File: src/rtl/addr_pkg.sv
package addr_pkg;

    localparam int VA_W  = 32;
    localparam int PA_W  = 32;
    localparam int REG_W = 32;    // mode word and window registers
    localparam int SEG_W = 3;     // window segment field

    // mode word fields
    localparam int CRMD_PLV_LO = 0;    // two-bit privilege level
    localparam int CRMD_DA_BIT = 3;    // direct address
    localparam int CRMD_PG_BIT = 4;    // paging enable

    // direct-mapped window register fields
    localparam int DMW_PLV0_BIT = 0;
    localparam int DMW_PLV3_BIT = 3;
    localparam int DMW_PSEG_LO  = 25;  // physical segment 27:25
    localparam int DMW_VSEG_LO  = 29;  // virtual segment 31:29

    // one virtual address seen by the TLB as pages and by the windows as segments
    typedef union packed {
        struct packed {
            logic [18:0] vppn;      // bits 31:13
            logic        odd;       // bit 12
            logic [11:0] offset;
        } page;
        struct packed {
            logic [SEG_W-1:0]      vseg;
            logic [VA_W-SEG_W-1:0] rest;
        } win;
    } va_t;

endpackage

File: src/rtl/tlb_pkg.sv
package tlb_pkg;

    localparam int VPPN_W = 19;
    localparam int PPN_W  = 20;
    localparam int ASID_W = 10;
    localparam int PLV_W  = 2;
    localparam int PS_W   = 6;

    // supported page sizes, as log2 of the page bytes
    localparam int PS_4K = 12;
    localparam int PS_2M = 21;

    localparam int EX_W = 3;
    localparam logic [EX_W-1:0] EX_NONE = 3'd0;
    localparam logic [EX_W-1:0] EX_TLBR = 3'd1;    // refill with no entry
    localparam logic [EX_W-1:0] EX_PIF  = 3'd2;    // invalid page on fetch
    localparam logic [EX_W-1:0] EX_PIL  = 3'd3;    // invalid page on load
    localparam logic [EX_W-1:0] EX_PIS  = 3'd4;    // invalid page on store
    localparam logic [EX_W-1:0] EX_PPI  = 3'd5;    // privilege violation
    localparam logic [EX_W-1:0] EX_PME  = 3'd6;    // store to clean page

    localparam int KIND_W = 2;
    localparam logic [KIND_W-1:0] KIND_FETCH = 2'd0;
    localparam logic [KIND_W-1:0] KIND_LOAD  = 2'd1;
    localparam logic [KIND_W-1:0] KIND_STORE = 2'd2;

endpackage

File: src/rtl/mmu_ifs.sv
interface tlb_write_if #(
    parameter int IDX_W = 4
);
    import tlb_pkg::*;

    logic              we;
    logic [IDX_W-1:0]  index;
    logic              e;
    logic [VPPN_W-1:0] vppn;
    logic [PS_W-1:0]   ps;
    logic [ASID_W-1:0] asid;
    logic              g;
    logic [PPN_W-1:0]  ppn0;     // even page
    logic [PLV_W-1:0]  plv0;
    logic              d0;
    logic              v0;
    logic [PPN_W-1:0]  ppn1;     // odd page
    logic [PLV_W-1:0]  plv1;
    logic              d1;
    logic              v1;

    modport source (output we, index, e, vppn, ps, asid, g,
                    ppn0, plv0, d0, v0, ppn1, plv1, d1, v1);
    modport sink   (input  we, index, e, vppn, ps, asid, g,
                    ppn0, plv0, d0, v0, ppn1, plv1, d1, v1);
endinterface

interface tlb_result_if;
    import addr_pkg::*;
    import tlb_pkg::*;

    logic             found;
    logic [PA_W-1:0]  pa;       // already formed for page size and odd/even
    logic [PLV_W-1:0] plv;
    logic             d;
    logic             v;

    modport source (output found, pa, plv, d, v);
    modport sink   (input  found, pa, plv, d, v);
endinterface

interface window_result_if;
    import addr_pkg::*;

    logic            hit;
    logic [PA_W-1:0] pa;

    modport source (output hit, pa);
    modport sink   (input  hit, pa);
endinterface

File: src/rtl/mmu_top.sv
module mmu_top #(
    parameter int TLB_ENTRIES = 16
) (
    input  logic                           clk,
    input  logic                           rst_n,
    input  logic                           req_valid,
    input  logic [addr_pkg::VA_W-1:0]      req_va,
    input  logic [tlb_pkg::KIND_W-1:0]     req_kind,
    input  logic [tlb_pkg::ASID_W-1:0]     req_asid,
    input  logic [addr_pkg::REG_W-1:0]     crmd,
    input  logic [addr_pkg::REG_W-1:0]     dmw0,
    input  logic [addr_pkg::REG_W-1:0]     dmw1,
    input  logic                           tlb_we,
    input  logic [$clog2(TLB_ENTRIES)-1:0] tlb_index,
    input  logic                           tlb_e,
    input  logic [tlb_pkg::VPPN_W-1:0]     tlb_vppn,
    input  logic [tlb_pkg::PS_W-1:0]       tlb_ps,
    input  logic [tlb_pkg::ASID_W-1:0]     tlb_asid,
    input  logic                           tlb_g,
    input  logic [tlb_pkg::PPN_W-1:0]      tlb_ppn0,
    input  logic [tlb_pkg::PLV_W-1:0]      tlb_plv0,
    input  logic                           tlb_d0,
    input  logic                           tlb_v0,
    input  logic [tlb_pkg::PPN_W-1:0]      tlb_ppn1,
    input  logic [tlb_pkg::PLV_W-1:0]      tlb_plv1,
    input  logic                           tlb_d1,
    input  logic                           tlb_v1,
    output logic                           resp_valid,
    output logic [addr_pkg::PA_W-1:0]      resp_pa,
    output logic [tlb_pkg::EX_W-1:0]       resp_ex
);
    localparam int IDX_W = $clog2(TLB_ENTRIES);

    tlb_write_if #(.IDX_W(IDX_W)) wr_if ();
    tlb_result_if                 tlb_res_if ();
    window_result_if              win_res_if ();

    assign wr_if.we    = tlb_we;
    assign wr_if.index = tlb_index;
    assign wr_if.e     = tlb_e;
    assign wr_if.vppn  = tlb_vppn;
    assign wr_if.ps    = tlb_ps;
    assign wr_if.asid  = tlb_asid;
    assign wr_if.g     = tlb_g;
    assign wr_if.ppn0  = tlb_ppn0;
    assign wr_if.plv0  = tlb_plv0;
    assign wr_if.d0    = tlb_d0;
    assign wr_if.v0    = tlb_v0;
    assign wr_if.ppn1  = tlb_ppn1;
    assign wr_if.plv1  = tlb_plv1;
    assign wr_if.d1    = tlb_d1;
    assign wr_if.v1    = tlb_v1;

    tlb_lookup #(
        .TLB_ENTRIES(TLB_ENTRIES)
    ) u_tlb (
        .clk      (clk),
        .rst_n    (rst_n),
        .req_va   (req_va),
        .req_asid (req_asid),
        .wr       (wr_if),
        .res      (tlb_res_if)
    );

    // runs alongside the TLB on the same request
    window_map u_win (
        .clk    (clk),
        .rst_n  (rst_n),
        .req_va (req_va),
        .crmd   (crmd),
        .dmw0   (dmw0),
        .dmw1   (dmw1),
        .res    (win_res_if)
    );

    translate_select u_sel (
        .clk        (clk),
        .rst_n      (rst_n),
        .req_valid  (req_valid),
        .req_kind   (req_kind),
        .crmd       (crmd),
        .tlb        (tlb_res_if),
        .win        (win_res_if),
        .resp_valid (resp_valid),
        .resp_pa    (resp_pa),
        .resp_ex    (resp_ex)
    );

endmodule

File: src/rtl/tlb_lookup.sv
module tlb_lookup #(
    parameter int TLB_ENTRIES = 16
) (
    input  logic                       clk,
    input  logic                       rst_n,
    input  addr_pkg::va_t              req_va,
    input  logic [tlb_pkg::ASID_W-1:0] req_asid,
    tlb_write_if.sink                  wr,
    tlb_result_if.source               res
);
    import addr_pkg::*;
    import tlb_pkg::*;

    localparam int IDX_W      = $clog2(TLB_ENTRIES);
    localparam int HUGE_SHIFT = PS_2M - PS_4K;    // low vppn bits ignored by 2 MB pages

    logic [TLB_ENTRIES-1:0] ent_e;
    logic [TLB_ENTRIES-1:0] ent_2m;
    logic [TLB_ENTRIES-1:0] ent_g;
    logic [TLB_ENTRIES-1:0] ent_d0;
    logic [TLB_ENTRIES-1:0] ent_v0;
    logic [TLB_ENTRIES-1:0] ent_d1;
    logic [TLB_ENTRIES-1:0] ent_v1;
    logic [VPPN_W-1:0]      ent_vppn [TLB_ENTRIES];
    logic [ASID_W-1:0]      ent_asid [TLB_ENTRIES];
    logic [PPN_W-1:0]       ent_ppn0 [TLB_ENTRIES];
    logic [PPN_W-1:0]       ent_ppn1 [TLB_ENTRIES];
    logic [PLV_W-1:0]       ent_plv0 [TLB_ENTRIES];
    logic [PLV_W-1:0]       ent_plv1 [TLB_ENTRIES];

    logic [TLB_ENTRIES-1:0] hit_vec;
    logic [IDX_W-1:0]       hit_idx;
    logic                   sel_odd;
    logic [PPN_W-1:0]       sel_ppn;
    logic [PA_W-1:0]        sel_pa;

    always_ff @(posedge clk or negedge rst_n) begin
        if (!rst_n) begin
            ent_e <= '0;
        end else if (wr.we) begin
            ent_e[wr.index] <= wr.e;
        end
    end

    always_ff @(posedge clk) begin
        if (wr.we) begin
            ent_2m[wr.index]   <= (wr.ps == PS_2M);    // anything else treated as 4 KB
            ent_g[wr.index]    <= wr.g;
            ent_vppn[wr.index] <= wr.vppn;
            ent_asid[wr.index] <= wr.asid;
            ent_ppn0[wr.index] <= wr.ppn0;
            ent_plv0[wr.index] <= wr.plv0;
            ent_d0[wr.index]   <= wr.d0;
            ent_v0[wr.index]   <= wr.v0;
            ent_ppn1[wr.index] <= wr.ppn1;
            ent_plv1[wr.index] <= wr.plv1;
            ent_d1[wr.index]   <= wr.d1;
            ent_v1[wr.index]   <= wr.v1;
        end
    end

    // parallel compare against every entry
    always_comb begin
        for (int i = 0; i < TLB_ENTRIES; i++) begin
            hit_vec[i] = ent_e[i]
                && (ent_g[i] || ent_asid[i] == req_asid)
                && (ent_2m[i]
                    ? ent_vppn[i][VPPN_W-1:HUGE_SHIFT] == req_va.page.vppn[VPPN_W-1:HUGE_SHIFT]
                    : ent_vppn[i] == req_va.page.vppn);
        end
    end

    always_comb begin
        hit_idx = '0;
        for (int i = 0; i < TLB_ENTRIES; i++) begin
            if (hit_vec[i]) begin
                hit_idx = IDX_W'(i);    // multiple hits undefined
            end
        end
    end

    assign sel_odd = ent_2m[hit_idx] ? req_va.page.vppn[HUGE_SHIFT-1]    // va bit 21
                                     : req_va.page.odd;                  // va bit 12
    assign sel_ppn = sel_odd ? ent_ppn1[hit_idx] : ent_ppn0[hit_idx];

    // 2 MB keeps the top 11 ppn bits and a 21-bit offset
    assign sel_pa = ent_2m[hit_idx]
        ? {sel_ppn[PPN_W-1 -: PA_W-PS_2M], req_va.page.vppn[HUGE_SHIFT-2:0],
           req_va.page.odd, req_va.page.offset}
        : {sel_ppn, req_va.page.offset};

    always_ff @(posedge clk or negedge rst_n) begin
        if (!rst_n) begin
            res.found <= 1'b0;
        end else begin
            res.found <= |hit_vec;
        end
    end

    always_ff @(posedge clk) begin
        res.pa  <= sel_pa;
        res.plv <= sel_odd ? ent_plv1[hit_idx] : ent_plv0[hit_idx];
        res.d   <= sel_odd ? ent_d1[hit_idx] : ent_d0[hit_idx];
        res.v   <= sel_odd ? ent_v1[hit_idx] : ent_v0[hit_idx];
    end

endmodule

File: src/rtl/translate_select.sv
module translate_select (
    input  logic                       clk,
    input  logic                       rst_n,
    input  logic                       req_valid,
    input  logic [tlb_pkg::KIND_W-1:0] req_kind,
    input  logic [addr_pkg::REG_W-1:0] crmd,
    tlb_result_if.sink                 tlb,
    window_result_if.sink              win,
    output logic                       resp_valid,
    output logic [addr_pkg::PA_W-1:0]  resp_pa,
    output logic [tlb_pkg::EX_W-1:0]   resp_ex
);
    import addr_pkg::*;
    import tlb_pkg::*;

    logic              valid_q;
    logic [KIND_W-1:0] kind_q;
    logic [PLV_W-1:0]  plv_q;
    logic [PA_W-1:0]   pa_d;
    logic [EX_W-1:0]   ex_d;

    // align request attributes with the lookup stage
    always_ff @(posedge clk or negedge rst_n) begin
        if (!rst_n) begin
            valid_q <= 1'b0;
        end else begin
            valid_q <= req_valid;
        end
    end

    always_ff @(posedge clk) begin
        kind_q <= req_kind;
        plv_q  <= crmd[CRMD_PLV_LO +: PLV_W];
    end

    // windows bypass the TLB checks entirely
    always_comb begin
        pa_d = win.hit ? win.pa : tlb.pa;
        if (win.hit) begin
            ex_d = EX_NONE;
        end else if (!tlb.found) begin
            ex_d = EX_TLBR;
        end else if (!tlb.v) begin
            case (kind_q)
                KIND_FETCH: ex_d = EX_PIF;
                KIND_LOAD:  ex_d = EX_PIL;
                default:    ex_d = EX_PIS;
            endcase
        end else if (plv_q > tlb.plv) begin
            ex_d = EX_PPI;                        // less privileged than page
        end else if (kind_q == KIND_STORE && !tlb.d) begin
            ex_d = EX_PME;
        end else begin
            ex_d = EX_NONE;
        end
    end

    always_ff @(posedge clk or negedge rst_n) begin
        if (!rst_n) begin
            resp_valid <= 1'b0;
        end else begin
            resp_valid <= valid_q;
        end
    end

    always_ff @(posedge clk) begin
        resp_pa <= pa_d;
        resp_ex <= ex_d;
    end

endmodule

File: src/rtl/window_map.sv
module window_map (
    input  logic                      clk,
    input  logic                      rst_n,
    input  addr_pkg::va_t             req_va,
    input  logic [addr_pkg::REG_W-1:0] crmd,
    input  logic [addr_pkg::REG_W-1:0] dmw0,
    input  logic [addr_pkg::REG_W-1:0] dmw1,
    window_result_if.source           res
);
    import addr_pkg::*;
    import tlb_pkg::*;

    logic [PLV_W-1:0] plv;
    logic             direct;
    logic             hit0;
    logic             hit1;
    logic [PA_W-1:0]  next_pa;

    // window enabled for this level and segment matches
    function automatic logic dmw_match(input logic [REG_W-1:0] dmw,
                                       input logic [PLV_W-1:0] lvl,
                                       input logic [SEG_W-1:0] vseg);
        logic en;
        en = (lvl == PLV_W'(0) && dmw[DMW_PLV0_BIT])
          || (lvl == PLV_W'(3) && dmw[DMW_PLV3_BIT]);
        return en && dmw[DMW_VSEG_LO +: SEG_W] == vseg;
    endfunction

    assign plv    = crmd[CRMD_PLV_LO +: PLV_W];
    assign direct = crmd[CRMD_DA_BIT] && !crmd[CRMD_PG_BIT];    // da=1 pg=0
    assign hit0   = dmw_match(dmw0, plv, req_va.win.vseg);
    assign hit1   = dmw_match(dmw1, plv, req_va.win.vseg);

    always_comb begin
        if (direct) begin
            next_pa = req_va;                                      // pa equals va
        end else if (hit0) begin
            next_pa = {dmw0[DMW_PSEG_LO +: SEG_W], req_va.win.rest};    // dmw0 wins
        end else begin
            next_pa = {dmw1[DMW_PSEG_LO +: SEG_W], req_va.win.rest};
        end
    end

    always_ff @(posedge clk or negedge rst_n) begin
        if (!rst_n) begin
            res.hit <= 1'b0;
        end else begin
            res.hit <= direct || hit0 || hit1;
        end
    end

    always_ff @(posedge clk) begin
        res.pa <= next_pa;
    end

endmodule

File: config.mk
export PLATFORM = sky130hd
export DESIGN_NAME = mmu_top
export DESIGN_NICKNAME = d
export VERILOG_FILES = /design/src/rtl/addr_pkg.sv /design/src/rtl/tlb_pkg.sv /design/src/rtl/mmu_ifs.sv /design/src/rtl/mmu_top.sv /design/src/rtl/tlb_lookup.sv /design/src/rtl/translate_select.sv /design/src/rtl/window_map.sv
export SDC_FILE = /design/constraint.sdc
export NUM_CORES = 2
export LEC_CHECK = 0
export BUFFER_PORTS_ARGS = -buffer_cell sky130_fd_sc_hd__buf_2
export CAP_MARGIN = 15
export CORE_MARGIN = 2
export CORE_UTILIZATION = 38
export CTS_CLUSTER_SIZE = 30
export DETAILED_ROUTE_END_ITERATION = 10
export GPL_TIMING_DRIVEN = 0
export PLACE_DENSITY = 0.64
export SLEW_MARGIN = 20
export SYNTH_ARGS = -nofsm -noshare
export SYNTH_HDL_FRONTEND = slang
export SYNTH_SLANG_ARGS = --single-unit
File: constraint.sdc
create_clock -name clk -period 8.2 [get_ports clk]
set_input_delay 0.82 -clock clk [delete_from_list [all_inputs] [get_ports clk]]
set_output_delay 0.82 -clock clk [all_outputs]
set_load 0.05 [all_outputs]
## Yosys cells after proc, flatten, opt, wreduce, memory -nomap -nowiden

Memory sizes are Yosys's and may differ from the RTL's.
Index checks and enable logic that the tools add are counted.

- Magnitude comparators: 4
- Equal/unequal tests: 54
- Muxes and demuxes: 66
- Bitwise gates (word level): 1
- Reduce and logical (&&, ||, !) cells: 67

Operators by type and width:

| kind | count |
|---|---|
| $eq A10 B10 Y1 | 32 |
| $eq A19 B19 Y1 | 16 |
| $bwmux W16 | 7 |
| $mux W32 | 3 |
| $logic_and A1 B1 Y1 | 41 |
| $mux W4 | 8 |
| $mux W1 | 29 |
| $mux W21 | 1 |
| $mux W3 | 7 |
| $bmux W1 S4 | 5 |
| $logic_or A1 B1 Y1 | 20 |
| $mux W20 | 1 |
| $reduce_or A16 Y1 | 1 |
| $lt A4 B5 Y1 const B | 2 |
| $eq A3 B3 Y1 | 2 |
| $eq A6 B5 Y1 const B | 1 |
| $mux W2 | 3 |
| $pmux W3 S2 | 1 |
| $demux W1 S4 | 1 |
| $eq A2 B2 Y1 const B | 2 |
| $ge A4 B1 Y1 const B | 1 |
| $logic_not A2 Y1 | 2 |
| $eq A2 B1 Y1 const B | 1 |
| $gt A2 B2 Y1 | 1 |
| other kinds (3) | 4 |

- Register bits: 223
- Memory bits (writable): 1168
- Input bits: 233
- Word-level logic and storage cells: 219
- Memories: 6

Memory list:

| memory | depth | bits a word | rd ports | clocked after memory_dff | write ports | line | RTL |
|---|---|---|---|---|---|---|---|
| u_tlb.ent_ppn0 | 16 | 20 | 1 | 0 | 1 | tlb_lookup.sv:26 | `logic [PPN_W-1:0] ent_ppn0 [TLB_ENTRIES];` |
| u_tlb.ent_ppn1 | 16 | 20 | 1 | 0 | 1 | tlb_lookup.sv:27 | `logic [PPN_W-1:0] ent_ppn1 [TLB_ENTRIES];` |
| u_tlb.ent_vppn | 16 | 19 | 16 | 0 | 1 | tlb_lookup.sv:24 | `logic [VPPN_W-1:0] ent_vppn [TLB_ENTRIES];` |
| u_tlb.ent_asid | 16 | 10 | 16 | 0 | 1 | tlb_lookup.sv:25 | `logic [ASID_W-1:0] ent_asid [TLB_ENTRIES];` |
| u_tlb.ent_plv0 | 16 | 2 | 1 | 0 | 1 | tlb_lookup.sv:28 | `logic [PLV_W-1:0] ent_plv0 [TLB_ENTRIES];` |
| u_tlb.ent_plv1 | 16 | 2 | 1 | 0 | 1 | tlb_lookup.sv:29 | `logic [PLV_W-1:0] ent_plv1 [TLB_ENTRIES];` |

## Longest topological paths before layout

An unclocked memory read counts as a cell.

- Depth in word-level cells: 25
- Gate-level depth with buffers: 18
- Depth with buffers taken out: 12

## By module

A second synthesis with hierarchy kept.

- Cell total of the unflattened synthesis: 3253
- Area, all modules: 55772.2 um2

Modules (own cells, without submodules):

| module | instances | cells each | area each (um2) |
|---|---|---|---|
| tlb_lookup | 1 | 3103 | 53593.9 |
| translate_select | 1 | 94 | 1337.5 |
| window_map | 1 | 56 | 840.8 |

## Worst setup path before layout

No wires, ideal clock.

- Path kind: input-to-reg
- From: input port tlb_index[3]
- To: register u_tlb.ent_e[0]
- Library setup time: 92 ps
- Arrival: 7581 ps
- Data required time: 8108 ps
- Setup slack: 526 ps
- Stages: 3
- Path buffers: 0
- Cell sequence: or3b_2 -> nor3_1 -> mux2_2

- Cells in the longest elaborated chain, start to end: 5
- Elaborated cells between the ends (all ways): 6
- Those cells by class: 2 x order compare; 3 x mux; 1 x reduce/logical

Ends and longest elaborated chain:

| element | line | RTL |
|---|---|---|
| start: declaration | mmu_top.sv:14 | `input logic [$clog2(TLB_ENTRIES)-1:0] tlb_index,` |
| $lt A4 B5 Y1 (implied by the code) or $ge A4 B1 Y1 (tied branches) | tlb_lookup.sv:41 | `ent_e[wr.index] <= wr.e;` |
| $logic_and A1 B1 Y1 (implied by the code) | tlb_lookup.sv:41 |  |
| $mux W1 (implied by the code) | tlb_lookup.sv:41 |  |
| $demux W1 S4 (*) | -- |  |
| $bwmux W16 (*) | tlb_lookup.sv:41 |  |
| end signal: indexed assignment | tlb_lookup.sv:41 |  |
| end: declaration | tlb_lookup.sv:17 | `logic [TLB_ENTRIES-1:0] ent_e;` |

Every way passes the cells marked *; elsewhere a longest branch is shown, timed or not.
A chain may end at the register's enable or synchronous reset.

## Worst setup path in the final report

- From: input port req_va[19] (netlist bit)
- To: register u_tlb.res.pa[24]

- Cells in the longest elaborated chain, start to end: 22
- Elaborated cells between the ends (all ways): 66
- Those cells by class: 15 x eq/ne; 34 x mux; 15 x reduce/logical; 2 x memory

Ends and longest elaborated chain:

| element | line | RTL |
|---|---|---|
| start: declaration | mmu_top.sv:7 | `input logic [addr_pkg::VA_W-1:0] req_va,` |
| $eq A19 B19 Y1 | tlb_lookup.sv:69 | `: ent_vppn[i] == req_va.page.vppn);` |
| $mux W1 | tlb_lookup.sv:68 | `? ent_vppn[i][VPPN_W-1:HUGE_SHIFT] == req_va.page.vppn[VPPN_W-1:HUGE_SHIFT]` |
| $logic_and A1 B1 Y1 | tlb_lookup.sv:67 | `&& (ent_2m[i]` |
| $mux W1 | tlb_lookup.sv:76 | `if (hit_vec[i]) begin` |
| $mux W2 (2 in series) | tlb_lookup.sv:76 |  |
| $mux W3 (4 in series) | tlb_lookup.sv:76 |  |
| $mux W4 (7 in series) | tlb_lookup.sv:76 |  |
| $mux W4 (*) | tlb_lookup.sv:76 |  |
| $bmux W1 S4 | tlb_lookup.sv:82 | `assign sel_odd = ent_2m[hit_idx] ? req_va.page.vppn[HUGE_SHIFT-1]` |
| $mux W1 (implied by the code) | tlb_lookup.sv:82 |  |
| $mux W1 | tlb_lookup.sv:82 |  |
| $mux W20 (*) | tlb_lookup.sv:84 | `assign sel_ppn = sel_odd ? ent_ppn1[hit_idx] : ent_ppn0[hit_idx];` |
| via u_tlb.sel_pa[24] | tlb_lookup.sv:35 | `logic [PA_W-1:0] sel_pa;` |
| end signal: assignment | tlb_lookup.sv:101 | `res.pa <= sel_pa;` |
| end: declaration | mmu_ifs.sv:38 | `modport source (output found, pa, plv, d, v);` |

Mark *: on every way through the listed nets, which the timed path passes. The rest lies on a longest branch. The select of a mux whose other input is x is not followed.

==> results.cfg <==
[global_routing]
maximum_number_of_pins_on_one_net_before_global_route_repair = 25
grt_pass1_wl_um = 216100
globalRouteOverflowTotal = 0
via_count_of_the_first_global_routing_pass = 30719
grt.total_usage_pct = 19.79
number_of_antenna_violations_at_the_first_check_in_global_routing = 18

[power_and_ir_drop]
p_comb_share_pct = 4.6
design_power_mw = 15.23
ir_drop_mv = 0.1572
share_seq_of_total_power_pct = 52.0
intPower_mw = 11.95
p_leak_nw = 23.40
swShare_pct = 21.56
net-switching-power_mw = 3.284
powerDensity_nw_per_um2 = 233.1
share_clk_of_total_power_pct = 43.4

[floorplan]
dieArea_um2 = 149300
initial_core_utilization_pct = 38.23
design.portCount = 269
die_w_um = 386.4
coreArea_um2 = 145400
dieHeight_um = 386.4
num_rows = 140

[yosys]
synth_area_um2 = 55580
yosys_warning_total = 0
synth.lib_cells_used.distinct = 79
synth_top_cell_by_area = sky130_fd_sc_hd__edfxtp_1
ys_top_cells_by_area = sky130_fd_sc_hd__edfxtp_1 68%, sky130_fd_sc_hd__mux2i_1 6.8%, sky130_fd_sc_hd__xor2_1 4.0%, sky130_fd_sc_hd__dfxtp_1 3.4%, sky130_fd_sc_hd__xnor2_1 3.4%
compound_gate_portion_of_the_synthesized_area_pct = 4.122
synth-edff-count = 1264
synth_ff_type = sky130_fd_sc_hd__edfxtp_1
synth_top_area_share_pct = 68.29
synthesized_area_fraction_occupied_by_xor_and_xnor_cells_pct = 7.406
post_synth_fa_ha_maj_area_fraction_pct = 0.04502
seq_area_frac_synth_pct = 72.61
synth_area_per_cell_um2 = 16.67
yosys-mux-area-fraction_pct = 8.878
async_flop_share_pct = 1.450
synth_seq_cells = 1379
synth-simple-area-share_pct = 5.182
synthesis.instances = 3334
syn_nets = 3569
main_combinational_cell_family_by_area_after_synthesis = multiplexers

[final_layout]
fillers = 12592
antenna_cells_inserted = 0
layoutNonFillerInstCount = 5797
finish.net_count = 3994
final_layout_size_suffix_gt1_share_pct = 19.30
post-route-util_pct = 44.94
post-route-cell-area_um2 = 65340
area_overhead_of_the_layout_relative_to_synthesis_pct = 17.55

[timing]
period_share_pct = 82.60
tightestPinTransition_ns = 1.168
timing.clock.skew_ns = 0.02568
max_freq_mhz = 147.6
finalWorstSetupSlack_ns = 1.427
setup_violations = 0
final_max_slew_viol_count = 0
minimum_clock_period_ns = 6.773
timing_hold_violations_final = 0
maxSlewHeadroom_pct = 22.15
rsz_0062_raised_after_global_routing = false

[routing]
drt.antenna.violating_nets = 0
drt_pass1_iterations = 6
drt-vias-per-instance = 5.356
met2WireLength_um = 71960
routed_wire_length_per_instance_um = 25.94
wl_met3_um = 10840
wl_met1_um = 64050
route.vias.total = 31050
detail_route.iter0.violations = 3194
count_of_unresolved_drc_violations_after_routing = 0
routed.top_layer = met5
totalWireLength_um = 150300

[placement]
place.port_buffers = 179
dp_worst_setup_slack_ns = 0.7243
gp_congestion = 0.8440
placement.cell_area_um2 = 60530
placedCellCount = 5528
place_hpwl_um = 103100

[worst_setup_path]
cp_common_cell = sky130_fd_sc_hd__buf_4
worstSetupEndpointType = register
worst_path_dominant_cell_family = buffers and inverters
setup.worst_path.start_class = input pin
critical_path.cell_chain = buf_2, buf_4, buf_4, xor2_1, nor3_1, a41oi_1, or3_1, nand4_1, a21oi_1, nand2b_1, buf_1, clkbuf_1, mux2_2, a221oi_1, mux2i_1
timing.critical_path.arrival_ns = 7.28
critical_path_class = input pin to register
maximum_fanout_count_along_the_critical_path = 10
critPathSlowestCell = sky130_fd_sc_hd__buf_1
cp.required_ns = 8.71
cp.buffers_inverters = 5
cp_slowest_stage_delay_ns = 0.86

[clock_tree]
tritoncts_num_sinks = 1379
clk_root_buffer_cell = sky130_fd_sc_hd__clkbuf_16
worst_setup_hold_path_clk_slew_ns = 0.06
tritoncts.num_buffers = 146
post_cts.resized_instances = 0
hold_buffers = 0
clock_tree.htree_level_count = 4
tritoncts = built
clock_insertion_delay_worst_skew_ns = 0.77
post_cts_buffers = 0
clk_path_buf_depth = 3

[worst_hold_path]
hold_path_class = input pin to async pin

[run_status]
run_status = completed

[run]
max_cap_violations = 0
==> state kept, by name, indices dropped and copies added (netlist names), 20 cells and up <==
signal and cells:
u_tlb.ent_vppn 304, u_sel.resp_pa 32, u_tlb.ent_plv1 32, u_tlb.ent_asid 160
u_tlb.res.pa 20, u_tlb.ent_plv0 32, u_tlb.ent_ppn1 320, u_win.res.pa 32
u_tlb.ent_ppn0 320
==> cell families (layout without fill, tap and decap cells) <==
family / Yosys count / count (layout)
DFF: 1379 / 1379
adders and majority gates: 2 / 2
AOI/OAI and AO/OA: 299 / 299
muxes: 479 / 479
and+or+nand+nor: 535 / 535
xor gates and xnor gates: 470 / 470
buffers and inverters: 170 / 716
==> metrics by stage <==
stage	TNS, ns	hold WS, ns
after floorplan	0	0.3096
final	0	0.1504
after global placement	-1886.79	0.3098
after CTS	0	0.1006
after global routing	0	0.1222
after detailed placement	0	0.3121
==> layer usage <==
metal  vias to the layer above  global-route usage, %
met5                         -                      0
met4                         8                  5.169
met3                       232                  4.031
met2                      1205                  32.46
met1                     15863                  26.83
li1                      13742                      -
==> cells in the mapped netlist (all sizes together), types with 13 or more instances <==
library cell and n:
a211oi 79, a21oi 64, a221oi 16, a222oi 14, a41o 18, a41oi 15, and3 19, buf 124
clkbuf 42, dfrtp 20, dfxtp 95, edfxtp 1264, mux2 102, mux2i 377, nand2 114, nand3 60
nand4 57, nor2 37, nor2b 67, nor3 65, nor4 59, o21ai 13, or3 16, xnor2 216
xor2 254
==> final cells by class <==
| cell class | instances | area, um^2 | area share (%) |
|---|---|---|---|
| sequential | 1379 | 40360 | 61.77 |
| multi-input combinational | 1785 | 14370 | 21.99 |
| clock buffer | 196 | 4079 | 6.243 |
| timing repair buffer | 277 | 2429 | 3.717 |
| tap | 1917 | 2399 | 3.671 |
| buffer | 166 | 962.2 | 1.473 |
| clock inverter | 73 | 725.7 | 1.111 |
| inverter | 4 | 15.01 | 0.02298 |
==> path summary, 6_finish.rpt <==
check	startpoint	endpoint	slack [ns]	cells after the start
max	req_va[19]	u_tlb.res.pa[24]$_DFF_P_	1.43	15
min	rst_n	u_sel.valid_q$_DFF_PN0_	0.15	1
max reg2reg	u_tlb.ent_vppn[3][2]$_DFFE_PP_	u_tlb.res.pa[24]$_DFF_P_	1.65	14
min reg2reg	u_win.res.pa[3]$_DFF_P_	u_sel.resp_pa[3]$_DFF_P_	0.32	0
max in group asynchronous	rst_n	u_win.res.hit$_DFF_PN0_	7.52	1
min in group clk	req_kind[0]	u_sel.kind_q[0]$_DFF_P_	0.15	1
==> layout by cell type, fill, tap and decap left out, drive strengths merged, types with 7 or more instances in the layout <==
cell type,count
nor2,37
dfrtp,20
buf,401
and3,19
xnor2,216
a21oi,64
bufinv,11
mux2,102
o211ai,7
nor4,59
a41o,18
a41oi,15
edfxtp,1264
nor3,65
or3,16
clkinv,47
nand4,57
clkbuf,238
a221o,8
inv,14
nand3,60
nor2b,67
a221oi,16
nand4b,8
or4,8
mux2i,377
dfxtp,95
a222oi,14
o31ai,10
nand2,114
xor2,254
a211oi,79
o21ai,13
==> power by group through the flow <==
stage	Combinational [mW]	Clock [mW]	Sequential, mW
after floorplan	0.330	0	8.11
after global placement	0.663	0	8.08
after detailed placement	0.708	0	8.07
after CTS	0.711	6.71	7.92
after global routing	0.756	6.98	7.93
final	0.705	6.61	7.92
Power figures use the tool's default switching activity.
